## src/verilog/bg_pkg.sv

```systemverilog
package bg_pkg;

    // visible area
    localparam int HOR_PIXELS = 1024;
    localparam int VER_PIXELS = 768;

    localparam int COORD_W = 11;

    typedef logic [COORD_W-1:0] coord_t;
    typedef logic [11:0]        rgb_t;

    // 4 bits per channel, r g b
    localparam rgb_t COLOR_BLACK    = 12'h0_0_0;
    localparam rgb_t COLOR_PLATFORM = 12'h1_1_1;
    localparam rgb_t COLOR_GRASS    = 12'h0_b_0;
    localparam rgb_t COLOR_WOOD     = 12'h8_5_2;
    localparam rgb_t COLOR_ROOF     = 12'ha_1_0;
    localparam rgb_t COLOR_WALL     = 12'hc_c_c;
    localparam rgb_t COLOR_GLASS    = 12'hd_d_f;
    localparam rgb_t COLOR_DOOR     = 12'h7_4_1;
    localparam rgb_t COLOR_HANDLE   = 12'he_e_e;
    localparam rgb_t COLOR_SKY      = 12'h0_a_f;

    typedef struct packed {
        coord_t x_start;
        coord_t x_end;
        coord_t y_start;
        coord_t y_end;
    } rect_t;

    localparam int NUM_PLATFORMS = 6;

    // x_start, x_end, y_start, y_end
    localparam rect_t PLATFORMS [NUM_PLATFORMS] = '{
        '{11'd100, 11'd300,  11'd600, 11'd620},
        '{11'd400, 11'd600,  11'd450, 11'd470},
        '{11'd700, 11'd900,  11'd500, 11'd520},
        '{11'd200, 11'd400,  11'd350, 11'd370},
        '{11'd600, 11'd800,  11'd200, 11'd220},
        '{11'd850, 11'd1000, 11'd100, 11'd120}
    };

    // rows of the 3d edge drawn above each platform
    localparam int LEDGE_ROWS = 3;

    // grass and fence
    localparam coord_t GRASS_TOP       = 11'd550;
    localparam coord_t FENCE_TOP       = 11'd300;
    localparam coord_t FENCE_LEFT      = 11'd1;
    localparam coord_t FENCE_RIGHT     = 11'd500;
    localparam coord_t FENCE_POST_STEP = 11'd100;

    // house body
    localparam coord_t HOUSE_TOP   = 11'd250;
    localparam coord_t HOUSE_LEFT  = 11'd650;
    localparam coord_t ROOF_BOTTOM = 11'd300;

    localparam rect_t WINDOW = '{
        x_start: 11'd705,
        x_end:   11'd825,
        y_start: 11'd330,
        y_end:   11'd450
    };
    localparam coord_t WINDOW_BAR_X = 11'd765;
    localparam coord_t WINDOW_BAR_Y = 11'd390;

    localparam coord_t DOOR_LEFT = 11'd910;
    localparam coord_t DOOR_TOP  = 11'd350;

    // handle is a short post plus a horizontal grip
    localparam coord_t HANDLE_X          = 11'd915;
    localparam coord_t HANDLE_RIGHT      = 11'd925;
    localparam coord_t HANDLE_TOP        = 11'd448;
    localparam coord_t HANDLE_GRIP_LAST  = 11'd449;
    localparam coord_t HANDLE_POST_LAST  = 11'd451;

    typedef enum logic [3:0] {
        OBJ_NONE,
        OBJ_GRASS,
        OBJ_GRASS_EDGE,
        OBJ_FENCE,
        OBJ_FENCE_LINE,
        OBJ_ROOF,
        OBJ_WALL,
        OBJ_OUTLINE,
        OBJ_GLASS,
        OBJ_FRAME,
        OBJ_DOOR,
        OBJ_HANDLE
    } scenery_obj_t;

endpackage

```

## src/verilog/vga_bus.sv

```systemverilog
interface vga_bus;

    import bg_pkg::*;

    coord_t hcount;
    coord_t vcount;
    logic   hsync;
    logic   vsync;
    logic   hblnk;
    logic   vblnk;
    rgb_t   rgb;

    modport src (
        output hcount, vcount, hsync, vsync, hblnk, vblnk, rgb
    );

    // read side, used by the layers and the compositor
    modport dst (
        input hcount, vcount, hsync, vsync, hblnk, vblnk, rgb
    );

endinterface

```

## src/verilog/platform_layer.sv

```systemverilog
module platform_layer (
    input  logic        clk,
    input  logic        rst,
    vga_bus.dst         pix,
    output logic        plat_hit,
    output bg_pkg::rgb_t plat_rgb
);

    import bg_pkg::*;

    logic fill_hit;
    logic ledge_hit;

    // fill of any platform wins over the ledge of any other
    always_comb begin
        fill_hit  = 1'b0;
        ledge_hit = 1'b0;

        for (int i = 0; i < NUM_PLATFORMS; i++) begin
            if ((pix.hcount > PLATFORMS[i].x_start) &&
                (pix.hcount < PLATFORMS[i].x_end) &&
                (pix.vcount > PLATFORMS[i].y_start) &&
                (pix.vcount < PLATFORMS[i].y_end)) begin
                fill_hit = 1'b1;
            end

            // each ledge row above is shifted one pixel right
            for (int k = 0; k < LEDGE_ROWS; k++) begin
                if ((pix.vcount == PLATFORMS[i].y_start - k) &&
                    (pix.hcount > PLATFORMS[i].x_start + k + 1) &&
                    (pix.hcount < PLATFORMS[i].x_end + k + 1)) begin
                    ledge_hit = 1'b1;
                end
            end
        end
    end

    always_ff @(posedge clk) begin
        if (rst) begin
            plat_hit <= 1'b0;
            plat_rgb <= COLOR_BLACK;
        end else begin
            plat_hit <= fill_hit || ledge_hit;
            if (fill_hit) begin
                plat_rgb <= COLOR_PLATFORM;
            end else begin
                plat_rgb <= COLOR_BLACK;
            end
        end
    end

endmodule

```

## src/verilog/scenery_layer.sv

```systemverilog
module scenery_layer (
    input  logic         clk,
    input  logic         rst,
    vga_bus.dst          pix,
    output logic         scen_hit,
    output bg_pkg::rgb_t scen_rgb
);

    import bg_pkg::*;

    scenery_obj_t obj;
    rgb_t         obj_rgb;

    logic in_grass;
    logic in_fence;
    logic in_house;
    logic in_window;
    logic in_door;
    logic on_handle;

    assign in_grass = (pix.vcount >= GRASS_TOP);

    assign in_fence = (pix.vcount >= FENCE_TOP) && (pix.vcount <= GRASS_TOP) &&
                      (pix.hcount >= FENCE_LEFT) && (pix.hcount <= FENCE_RIGHT);

    assign in_house = (pix.vcount >= HOUSE_TOP) && (pix.vcount <= GRASS_TOP) &&
                      (pix.hcount >= HOUSE_LEFT);

    assign in_window = (pix.hcount >= WINDOW.x_start) && (pix.hcount <= WINDOW.x_end) &&
                       (pix.vcount >= WINDOW.y_start) && (pix.vcount <= WINDOW.y_end);

    assign in_door = (pix.hcount >= DOOR_LEFT) &&
                     (pix.vcount >= DOOR_TOP) && (pix.vcount < GRASS_TOP);

    assign on_handle = ((pix.vcount >= HANDLE_TOP) && (pix.vcount <= HANDLE_POST_LAST) &&
                        (pix.hcount == HANDLE_X)) ||
                       ((pix.vcount >= HANDLE_TOP) && (pix.vcount <= HANDLE_GRIP_LAST) &&
                        (pix.hcount >= HANDLE_X) && (pix.hcount <= HANDLE_RIGHT));

    // priority grass, fence, house
    always_comb begin
        obj = OBJ_NONE;
        if (in_grass) begin
            obj = (pix.vcount == GRASS_TOP) ? OBJ_GRASS_EDGE : OBJ_GRASS;
        end else if (in_fence) begin
            if ((pix.vcount == GRASS_TOP - 1) || (pix.hcount == FENCE_LEFT) ||
                (pix.hcount == FENCE_RIGHT) || (pix.hcount % FENCE_POST_STEP == 0)) begin
                obj = OBJ_FENCE_LINE;
            end else begin
                obj = OBJ_FENCE;
            end
        end else if (in_house) begin
            if (pix.vcount < ROOF_BOTTOM) begin
                obj = OBJ_ROOF;
            end else if ((pix.hcount == HOUSE_LEFT) || (pix.vcount == ROOF_BOTTOM)) begin
                obj = OBJ_OUTLINE;
            end else if (in_window) begin
                if ((pix.hcount == WINDOW.x_start) || (pix.hcount == WINDOW.x_end) ||
                    (pix.vcount == WINDOW.y_start) || (pix.vcount == WINDOW.y_end) ||
                    (pix.hcount == WINDOW_BAR_X) || (pix.vcount == WINDOW_BAR_Y)) begin
                    obj = OBJ_FRAME;
                end else begin
                    obj = OBJ_GLASS;
                end
            end else if (in_door) begin
                // left and top door edge drawn like the outline
                if ((pix.hcount == DOOR_LEFT) || (pix.vcount == DOOR_TOP)) begin
                    obj = OBJ_OUTLINE;
                end else if (on_handle) begin
                    obj = OBJ_HANDLE;
                end else begin
                    obj = OBJ_DOOR;
                end
            end else begin
                obj = OBJ_WALL;
            end
        end
    end

    always_comb begin
        case (obj)
            OBJ_GRASS:  obj_rgb = COLOR_GRASS;
            OBJ_FENCE:  obj_rgb = COLOR_WOOD;
            OBJ_ROOF:   obj_rgb = COLOR_ROOF;
            OBJ_WALL:   obj_rgb = COLOR_WALL;
            OBJ_GLASS:  obj_rgb = COLOR_GLASS;
            OBJ_DOOR:   obj_rgb = COLOR_DOOR;
            OBJ_HANDLE: obj_rgb = COLOR_HANDLE;
            default:    obj_rgb = COLOR_BLACK;
        endcase
    end

    always_ff @(posedge clk) begin
        if (rst) begin
            scen_hit <= 1'b0;
            scen_rgb <= COLOR_BLACK;
        end else begin
            scen_hit <= (obj != OBJ_NONE);
            scen_rgb <= obj_rgb;
        end
    end

endmodule

```

## src/verilog/bg_compose.sv

```systemverilog
module bg_compose (
    input  logic         clk,
    input  logic         rst,
    vga_bus.dst          pix,
    input  logic         plat_hit,
    input  bg_pkg::rgb_t plat_rgb,
    input  logic         scen_hit,
    input  bg_pkg::rgb_t scen_rgb,
    vga_bus.src          out
);

    import bg_pkg::*;

    coord_t hcount_d;
    coord_t vcount_d;
    logic   hsync_d;
    logic   vsync_d;
    logic   hblnk_d;
    logic   vblnk_d;
    rgb_t   rgb_nxt;

    // first stage lines the timing up with the layer registers
    always_ff @(posedge clk) begin
        if (rst) begin
            hcount_d <= '0;
            vcount_d <= '0;
            hsync_d  <= 1'b0;
            vsync_d  <= 1'b0;
            hblnk_d  <= 1'b0;
            vblnk_d  <= 1'b0;
        end else begin
            hcount_d <= pix.hcount;
            vcount_d <= pix.vcount;
            hsync_d  <= pix.hsync;
            vsync_d  <= pix.vsync;
            hblnk_d  <= pix.hblnk;
            vblnk_d  <= pix.vblnk;
        end
    end

    always_comb begin
        if (hblnk_d || vblnk_d) begin
            rgb_nxt = COLOR_BLACK;
        end else if ((hcount_d == 0) || (hcount_d == HOR_PIXELS - 1) ||
                     (vcount_d == 0) || (vcount_d == VER_PIXELS - 1)) begin
            // frame border
            rgb_nxt = COLOR_BLACK;
        end else if (plat_hit) begin
            rgb_nxt = plat_rgb;
        end else if (scen_hit) begin
            rgb_nxt = scen_rgb;
        end else begin
            rgb_nxt = COLOR_SKY;
        end
    end

    always_ff @(posedge clk) begin
        if (rst) begin
            out.hcount <= '0;
            out.vcount <= '0;
            out.hsync  <= 1'b0;
            out.vsync  <= 1'b0;
            out.hblnk  <= 1'b0;
            out.vblnk  <= 1'b0;
            out.rgb    <= '0;
        end else begin
            out.hcount <= hcount_d;
            out.vcount <= vcount_d;
            out.hsync  <= hsync_d;
            out.vsync  <= vsync_d;
            out.hblnk  <= hblnk_d;
            out.vblnk  <= vblnk_d;
            out.rgb    <= rgb_nxt;
        end
    end

endmodule

```

## src/verilog/bg_top.sv

```systemverilog
module bg_top (
    input  logic           clk,
    input  logic           rst,
    input  bg_pkg::coord_t hcount,
    input  bg_pkg::coord_t vcount,
    input  logic           hsync,
    input  logic           vsync,
    input  logic           hblnk,
    input  logic           vblnk,
    output bg_pkg::coord_t hcount_out,
    output bg_pkg::coord_t vcount_out,
    output logic           hsync_out,
    output logic           vsync_out,
    output logic           hblnk_out,
    output logic           vblnk_out,
    output bg_pkg::rgb_t   rgb
);

    vga_bus bus_in ();
    vga_bus bus_out ();

    logic         plat_hit;
    bg_pkg::rgb_t plat_rgb;
    logic         scen_hit;
    bg_pkg::rgb_t scen_rgb;

    // raw timing stream carries no colour yet
    assign bus_in.hcount = hcount;
    assign bus_in.vcount = vcount;
    assign bus_in.hsync  = hsync;
    assign bus_in.vsync  = vsync;
    assign bus_in.hblnk  = hblnk;
    assign bus_in.vblnk  = vblnk;
    assign bus_in.rgb    = '0;

    platform_layer u_platform_layer (
        .clk      (clk),
        .rst      (rst),
        .pix      (bus_in.dst),
        .plat_hit (plat_hit),
        .plat_rgb (plat_rgb)
    );

    scenery_layer u_scenery_layer (
        .clk      (clk),
        .rst      (rst),
        .pix      (bus_in.dst),
        .scen_hit (scen_hit),
        .scen_rgb (scen_rgb)
    );

    bg_compose u_bg_compose (
        .clk      (clk),
        .rst      (rst),
        .pix      (bus_in.dst),
        .plat_hit (plat_hit),
        .plat_rgb (plat_rgb),
        .scen_hit (scen_hit),
        .scen_rgb (scen_rgb),
        .out      (bus_out.src)
    );

    assign hcount_out = bus_out.hcount;
    assign vcount_out = bus_out.vcount;
    assign hsync_out  = bus_out.hsync;
    assign vsync_out  = bus_out.vsync;
    assign hblnk_out  = bus_out.hblnk;
    assign vblnk_out  = bus_out.vblnk;
    assign rgb        = bus_out.rgb;

endmodule

```

## config.mk

```make
export PLATFORM = sky130hd
export DESIGN_NAME = bg_top
export DESIGN_NICKNAME = d
export VERILOG_FILES = /design/src/verilog/bg_pkg.sv /design/src/verilog/vga_bus.sv /design/src/verilog/platform_layer.sv /design/src/verilog/scenery_layer.sv /design/src/verilog/bg_compose.sv /design/src/verilog/bg_top.sv
export SDC_FILE = /design/constraint.sdc
export NUM_CORES = 1
export LEC_CHECK = 0
export ABC_AREA = 1
export BUFFER_PORTS_ARGS = -buffer_cell sky130_fd_sc_hd__buf_2
export CORE_MARGIN = 3
export CORE_UTILIZATION = 30
export DETAILED_ROUTE_END_ITERATION = 8
export REMOVE_ABC_BUFFERS = 1
export SLEW_MARGIN = 20
export SYNTH_ARGS = -nofsm -noshare
export SYNTH_HDL_FRONTEND = slang
export SYNTH_SLANG_ARGS = --single-unit
```

## constraint.sdc

```tcl
create_clock -name clk -period 6.7 [get_ports clk]
set_clock_uncertainty 0.15 [all_clocks]
set_input_delay 0.335 -clock clk [delete_from_list [all_inputs] [get_ports clk]]
set_output_delay 0.335 -clock clk [all_outputs]
set_load 0.05 [all_outputs]
```

==> metrics.txt, run 1 <==
placed wire-length estimate 14100 µm; number of H-tree levels 3; power per unit of standard cell area 215 mW/mm²; number of enable flip-flop cells after synthesis 0; master of the slowest instance on the critical path sky130_fd_sc_hd__nand3b_4; total number of nets in the final design 916; count of final max-slew check failures 0; setup repair after global routing missed its margin false; global route overflow 0; remaining number of nets flagged by the antenna check after routing 0; Peak VDD IR 102 µV; count of hold-fix buffers inserted at cts 0; number of distinct library cells after synthesis 52; via count of the first global-routing pass 5473; type of origin of the critical path primary input; Inserted Diodes 0; number of setup buffers added after CTS 0; leakage power total 2.82 nW; CTS Root Buffer Type sky130_fd_sc_hd__clkbuf_16; first-pass iteration count of the detailed router 7; Hold Crit Class in -> reg; Layout area overhead 15.6%; placer congestion estimate 1.01; required arrival time at the worst endpoint 6.76 ns; most common cell after layout, fill and taps aside sky130_fd_sc_hd__nor2_1; share of flip-flops with an asynchronous set or reset after synthesis 0%; Syn Std Cell Area 0.00519 mm²; CP dominant cell by count sky130_fd_sc_hd__nand2_1; final std cell area, no fill 0.00600 mm²; count of mapped cells out of synthesis 827; Total Routed Length 17800 µm; peak per-stage delay on the critical path 0.30 ns; number of DRC markers after the initial detailed-route iteration 674; Final Hold Fails 0; Maximum Capacitance Violations 0; routed vias 5853; status completed; number of antenna violations at the first check in global routing 0; pin count of the biggest net entering global routing 62; worst-case headroom to the max-slew limit 25.4%; DRC Markers 0; utilization after layout 35.8%; core footprint 0.0168 mm²; die outline area 0.0189 mm²; first-pass GRT wire length 27800 µm; flops & latches, synth 76; # resized after CTS 0; critical path peak fanout 17; # clock sinks 76; CP endpoint kind flop; CTS tree built; DR vias/cell 5.26; Syn. warnings 0; average instance area after synthesis 6.28 µm²; effective utilization at floorplan 31.0%; row cnt 47; Setup Viol. Count Final 0; number of primary I/O pins 66; Max Clk Rate 269 MHz; setup_tns 0 ns; IO buf count 65; shortest clock period the worst path allows after layout 3.72 ns; later-pin clock latency in the skew report 0.34 ns; All-Layer GR Usage 18.8%; DP Area 0.00572 mm²; CTS Buf Count 9; ratio of cells with drive above 1 in the final layout 15.2%; Worst Path Class, Setup in -> reg; highest-count cells in the layout ignoring fill and taps sky130_fd_sc_hd__nor2_1 (186), sky130_fd_sc_hd__inv_1 (147), sky130_fd_sc_hd__nand2_1 (116); transition time at the pin with the least slew margin 1.11 ns; clk slew on worst S/H paths 0.07 ns; dominant synthesized flop cell sky130_fd_sc_hd__dfxtp_1; Die Wd 138 µm; average wire per standard cell 16.0 µm; Chip Height 138 µm; Worst EP arrival 3.78 ns; part of the Yosys area used for sequential elements 29.3%; buffer depth of the longest clock path 2; period utilization 55.5%
## area by class of cell
type                    instances  area (µm²)
repair buffers                 67         340
multi-input cells             577        2990
clock inverters                 7        58.8
flip-flops and latches         76        1520
well taps                     220         275
fillers                      1827       10800
inverters                     156         591
clock buffers                   9         225
## metal layers
metal	share of wire (%)	vias to the layer above	global-route usage, %
li1	-	2825	-
met1	40	2608	22.8
met2	46	332	31.1
met3	7.7	88	3.18
met4	5.8	0	11.3
met5	0	-	0
## synth_stat cells, types with 2 or more instances
cell	n	area (µm²)
sky130_fd_sc_hd__nand4_2	4	50.1
sky130_fd_sc_hd__xnor2_1	2	17.5
sky130_fd_sc_hd__clkinv_2	2	10.0
sky130_fd_sc_hd__nand2_2	19	119
sky130_fd_sc_hd__o21ai_1	4	20.0
sky130_fd_sc_hd__o311ai_0	3	26.3
sky130_fd_sc_hd__o21ai_4	2	32.5
sky130_fd_sc_hd__nor3_1	23	115
sky130_fd_sc_hd__clkinv_1	3	11.3
sky130_fd_sc_hd__nand2_4	3	33.8
sky130_fd_sc_hd__nand3_4	4	70.1
sky130_fd_sc_hd__nor2_2	2	12.5
sky130_fd_sc_hd__nand3_2	4	40.0
sky130_fd_sc_hd__o41ai_1	3	26.3
sky130_fd_sc_hd__o31ai_1	7	52.6
sky130_fd_sc_hd__nand3_1	43	215
sky130_fd_sc_hd__a41oi_1	2	17.5
sky130_fd_sc_hd__nor2_4	3	33.8
sky130_fd_sc_hd__clkbuf_1	12	45.0
sky130_fd_sc_hd__nand4_1	35	219
sky130_fd_sc_hd__nor4_1	18	113
sky130_fd_sc_hd__nand3b_1	2	15.0
sky130_fd_sc_hd__a31oi_1	10	62.6
sky130_fd_sc_hd__dfxtp_1	76	1520
sky130_fd_sc_hd__o21ai_0	31	155
sky130_fd_sc_hd__o2111ai_1	6	52.6
sky130_fd_sc_hd__nor2_1	186	698
sky130_fd_sc_hd__inv_2	3	11.3
sky130_fd_sc_hd__o221ai_1	2	17.5
sky130_fd_sc_hd__a211oi_1	3	22.5
sky130_fd_sc_hd__buf_4	3	22.5
sky130_fd_sc_hd__o211ai_1	5	37.5
sky130_fd_sc_hd__inv_1	147	552
sky130_fd_sc_hd__xor2_1	4	35.0
sky130_fd_sc_hd__a311oi_1	2	17.5
sky130_fd_sc_hd__a21oi_1	18	90.1
sky130_fd_sc_hd__nand2_1	116	435
## per-stage QoR
stage,setup WS [ns],hold slack [ns],power (mW),std cells
5_1_grt,2.59,0.0419,1.36,1112
2_1_floorplan,3.30,0.238,0.741,809
3_3_place_gp,2.72,0.240,0.834,1096
3_5_place_dp,2.65,0.249,0.834,1096
4_1_cts,3.01,0.0403,1.30,1112
6_report,2.98,0.0454,1.29,1112
## worst paths after layout
kind                                       to                startpoint  slack, ns  cells after the start
setup / recovery  u_scenery_layer.scen_rgb[4]                 hcount[7]       2.98                     29
hold / removal           u_bg_compose.vblnk_d                     vblnk       0.05                      3
setup reg to reg      u_bg_compose.out.rgb[6]  u_bg_compose.hcount_d[4]       4.73                      9
hold reg to reg        u_bg_compose.out.hsync      u_bg_compose.hsync_d       0.25                      2
## kinds of logic (layout without fill, tap and decap cells)
group                      Yosys count  count (layout)  share of synthesized area (%)
AOI/OAI and AO/OA                  105             105                           13.6
xor gates and xnor gates             6               6                           1.01
adders and majority gates            1               1                          0.241
buffers and inverters              174             239                           13.1
DFF                                 76              76                           29.3
and+or+nand+nor                    465             465                           42.7
## registers in the layout (all words and copies together) (netlist names), 10 cells and up
register	cells
u_bg_compose.hcount_d	11
u_bg_compose.out.hcount	11
u_bg_compose.vcount_d	11
u_scenery_layer.scen_rgb	10
u_bg_compose.out.rgb	11
u_bg_compose.out.vcount	11
## power by group
group | switching, mW | total [mW] | internal (mW)
Sequential | 0.00794 | 0.483 | 0.475
Combinational | 0.254 | 0.348 | 0.0938
Clock | 0.204 | 0.460 | 0.256
## worst max-delay path, delay by kind of cell
family	cells	cell delay [ns]
AOI/OAI and AO/OA	3	0.38
and+or+nand+nor	21	2.28
xor gates and xnor gates	1	0.20
buffers and inverters	3	0.35
adders and majority gates	1	0.18
Power figures use the tool's default switching activity.
==> inputs of run 2 (changes only) <==
- clock period: 6.7 -> 3.02 ns (I/O delays scaled with it)
==> metrics.txt, run 2 (same netlist as run 1, synthesis figures left out) <==
clk slew on worst S/H paths 0.06 ns; average wire per standard cell 15.3 µm; Worst Path Class, Setup in -> reg; number of H-tree levels 3; setup repair after global routing missed its margin true; number of antenna violations at the first check in global routing 0; Final Hold Fails 0; pin count of the biggest net entering global routing 61; highest-count cells in the layout ignoring fill and taps sky130_fd_sc_hd__nor2_1 (181), sky130_fd_sc_hd__inv_1 (144), sky130_fd_sc_hd__buf_4 (123); die outline area 0.0189 mm²; shortest clock period the worst path allows after layout 3.40 ns; Max Clk Rate 294 MHz; via count of the first global-routing pass 5934; number of DRC markers after the initial detailed-route iteration 739; IO buf count 65; worst hold margin 0.0270 ns; failing checks setup timing; master of the slowest instance on the critical path sky130_fd_sc_hd__ha_1; Worst Reg2Reg Path Length in Cells 9; CP endpoint kind flop; Hold Crit Class in -> reg; Inserted Diodes 0; Layout area overhead 40.9%; routed vias 6268; CTS tree built; worst hold path cell count 3; CTS Buf Count 9; DRC Markers 0; later-pin clock latency in the skew report 0.34 ns; DR vias/cell 5.03; power per unit of standard cell area 433 mW/mm²; most common cell after layout, fill and taps aside sky130_fd_sc_hd__nor2_1; first-pass iteration count of the detailed router 6; worst-case headroom to the max-slew limit 59.7%; Maximum Capacitance Violations 0; buffer depth of the longest clock path 2; global route overflow 0; Total Routed Length 19100 µm; CTS Root Buffer Type sky130_fd_sc_hd__clkbuf_16; count of final max-slew check failures 0; CP dominant cell by count sky130_fd_sc_hd__nand2_4; total number of nets in the final design 1050; first-pass GRT wire length 29800 µm; leakage power total 3.51 nW; required arrival time at the worst endpoint 3.08 ns; Filler Cells Inserted 1770; number of primary I/O pins 66; # clock sinks 76; period utilization 113%; Peak VDD IR 280 µV; Setup Viol. Count Final 10; ratio of cells with drive above 1 in the final layout 29.0%; final worst-path setup slack -0.380 ns; status finished with violations; placer congestion estimate 1.09; utilization after layout 43.7%; transition time at the pin with the least slew margin 0.604 ns; Chip Height 138 µm; Die Wd 138 µm; placed wire-length estimate 15000 µm; type of origin of the critical path primary input; All-Layer GR Usage 20.1%; effective utilization at floorplan 31.0%; Worst EP arrival 3.46 ns; remaining number of nets flagged by the antenna check after routing 0; peak per-stage delay on the critical path 0.30 ns; critical path peak fanout 6; core footprint 0.0168 mm²; row cnt 47
[run 2: cell count changes in the layout (fill, tap and decap cells not counted), sizes merged]
cell,previous run,this run
buf,67,191
dlygate4sd3,0,10
clkinv,8,7
clkinvlp,1,2
[run 2: through the flow]
stage	cells	setup TNS, ns	total power, mW	setup WS [ns]	instance area (µm²)
2_1_floorplan	809	-1.12	1.64	-0.197	5100
3_3_place_gp	1211	-3.76	1.99	-0.464	6580
3_5_place_dp	1211	-5.06	2.00	-0.611	6580
5_1_grt	1246	-5.82	3.33	-0.662	7320
6_report	1246	-2.87	3.17	-0.380	7320
4_1_cts	1242	-1.41	3.07	-0.215	7070
[run 2: metal layers]
layer | GRT usage [%] | wire (µm)
met5 | 0 | 0
met4 | 11.0 | 967
met3 | 2.52 | 1510
met2 | 33.4 | 9010
met1 | 25.1 | 7610
[run 2: timing repair]
action / 4_1_cts / 5_1_grt
gates cloned: 0 / 0
setup endpoints to repair: 9 / 11
hold buffers: 10 / 0
setup buffers: 5 / 4
gates resized for setup: 17 / 53
pin swaps: 8 / 26
endpoints found under the hold margin: 10 / 0
[run 2: final timing paths]
check	start	to	slack (ns)
max	hcount[6]	u_scenery_layer.scen_rgb[4]	-0.38
min	vcount[2]	u_bg_compose.vcount_d[2]	0.03
min reg2reg	u_bg_compose.vsync_d	u_bg_compose.out.vsync	0.25
max reg2reg	u_bg_compose.hcount_d[4]	u_bg_compose.out.rgb[9]	1.01
[run 2: area by class of cell]
cell class              instances  area (µm²)  area share, %
clock buffers                   9         225           3.08
clock inverters                 7        57.6          0.786
well taps                     220         275           3.76
inverters                     156         596           8.14
multi-input cells             577        3250           44.4
flip-flops and latches         76        1520           20.8
repair buffers                201        1400           19.1
[run 2: worst max-delay path, delay by kind of cell]
| family | cells | cell delay, ns |
|---|---|---|
| AND/OR/NAND/NOR | 23 | 2.30 |
| XOR/XNOR | 1 | 0.27 |
| buffers and inverters | 2 | 0.16 |
| AO/OA/AOI/OAI | 2 | 0.27 |
| adder cells (fa/ha/maj) | 1 | 0.30 |
[run 2: power by group]
| group | internal (mW) | total (mW) | switching (mW) |
|---|---|---|---|
| clock | 0.567 | 1.01 | 0.439 |
| sequential | 1.05 | 1.07 | 0.0174 |
| combinational | 0.407 | 1.09 | 0.682 |
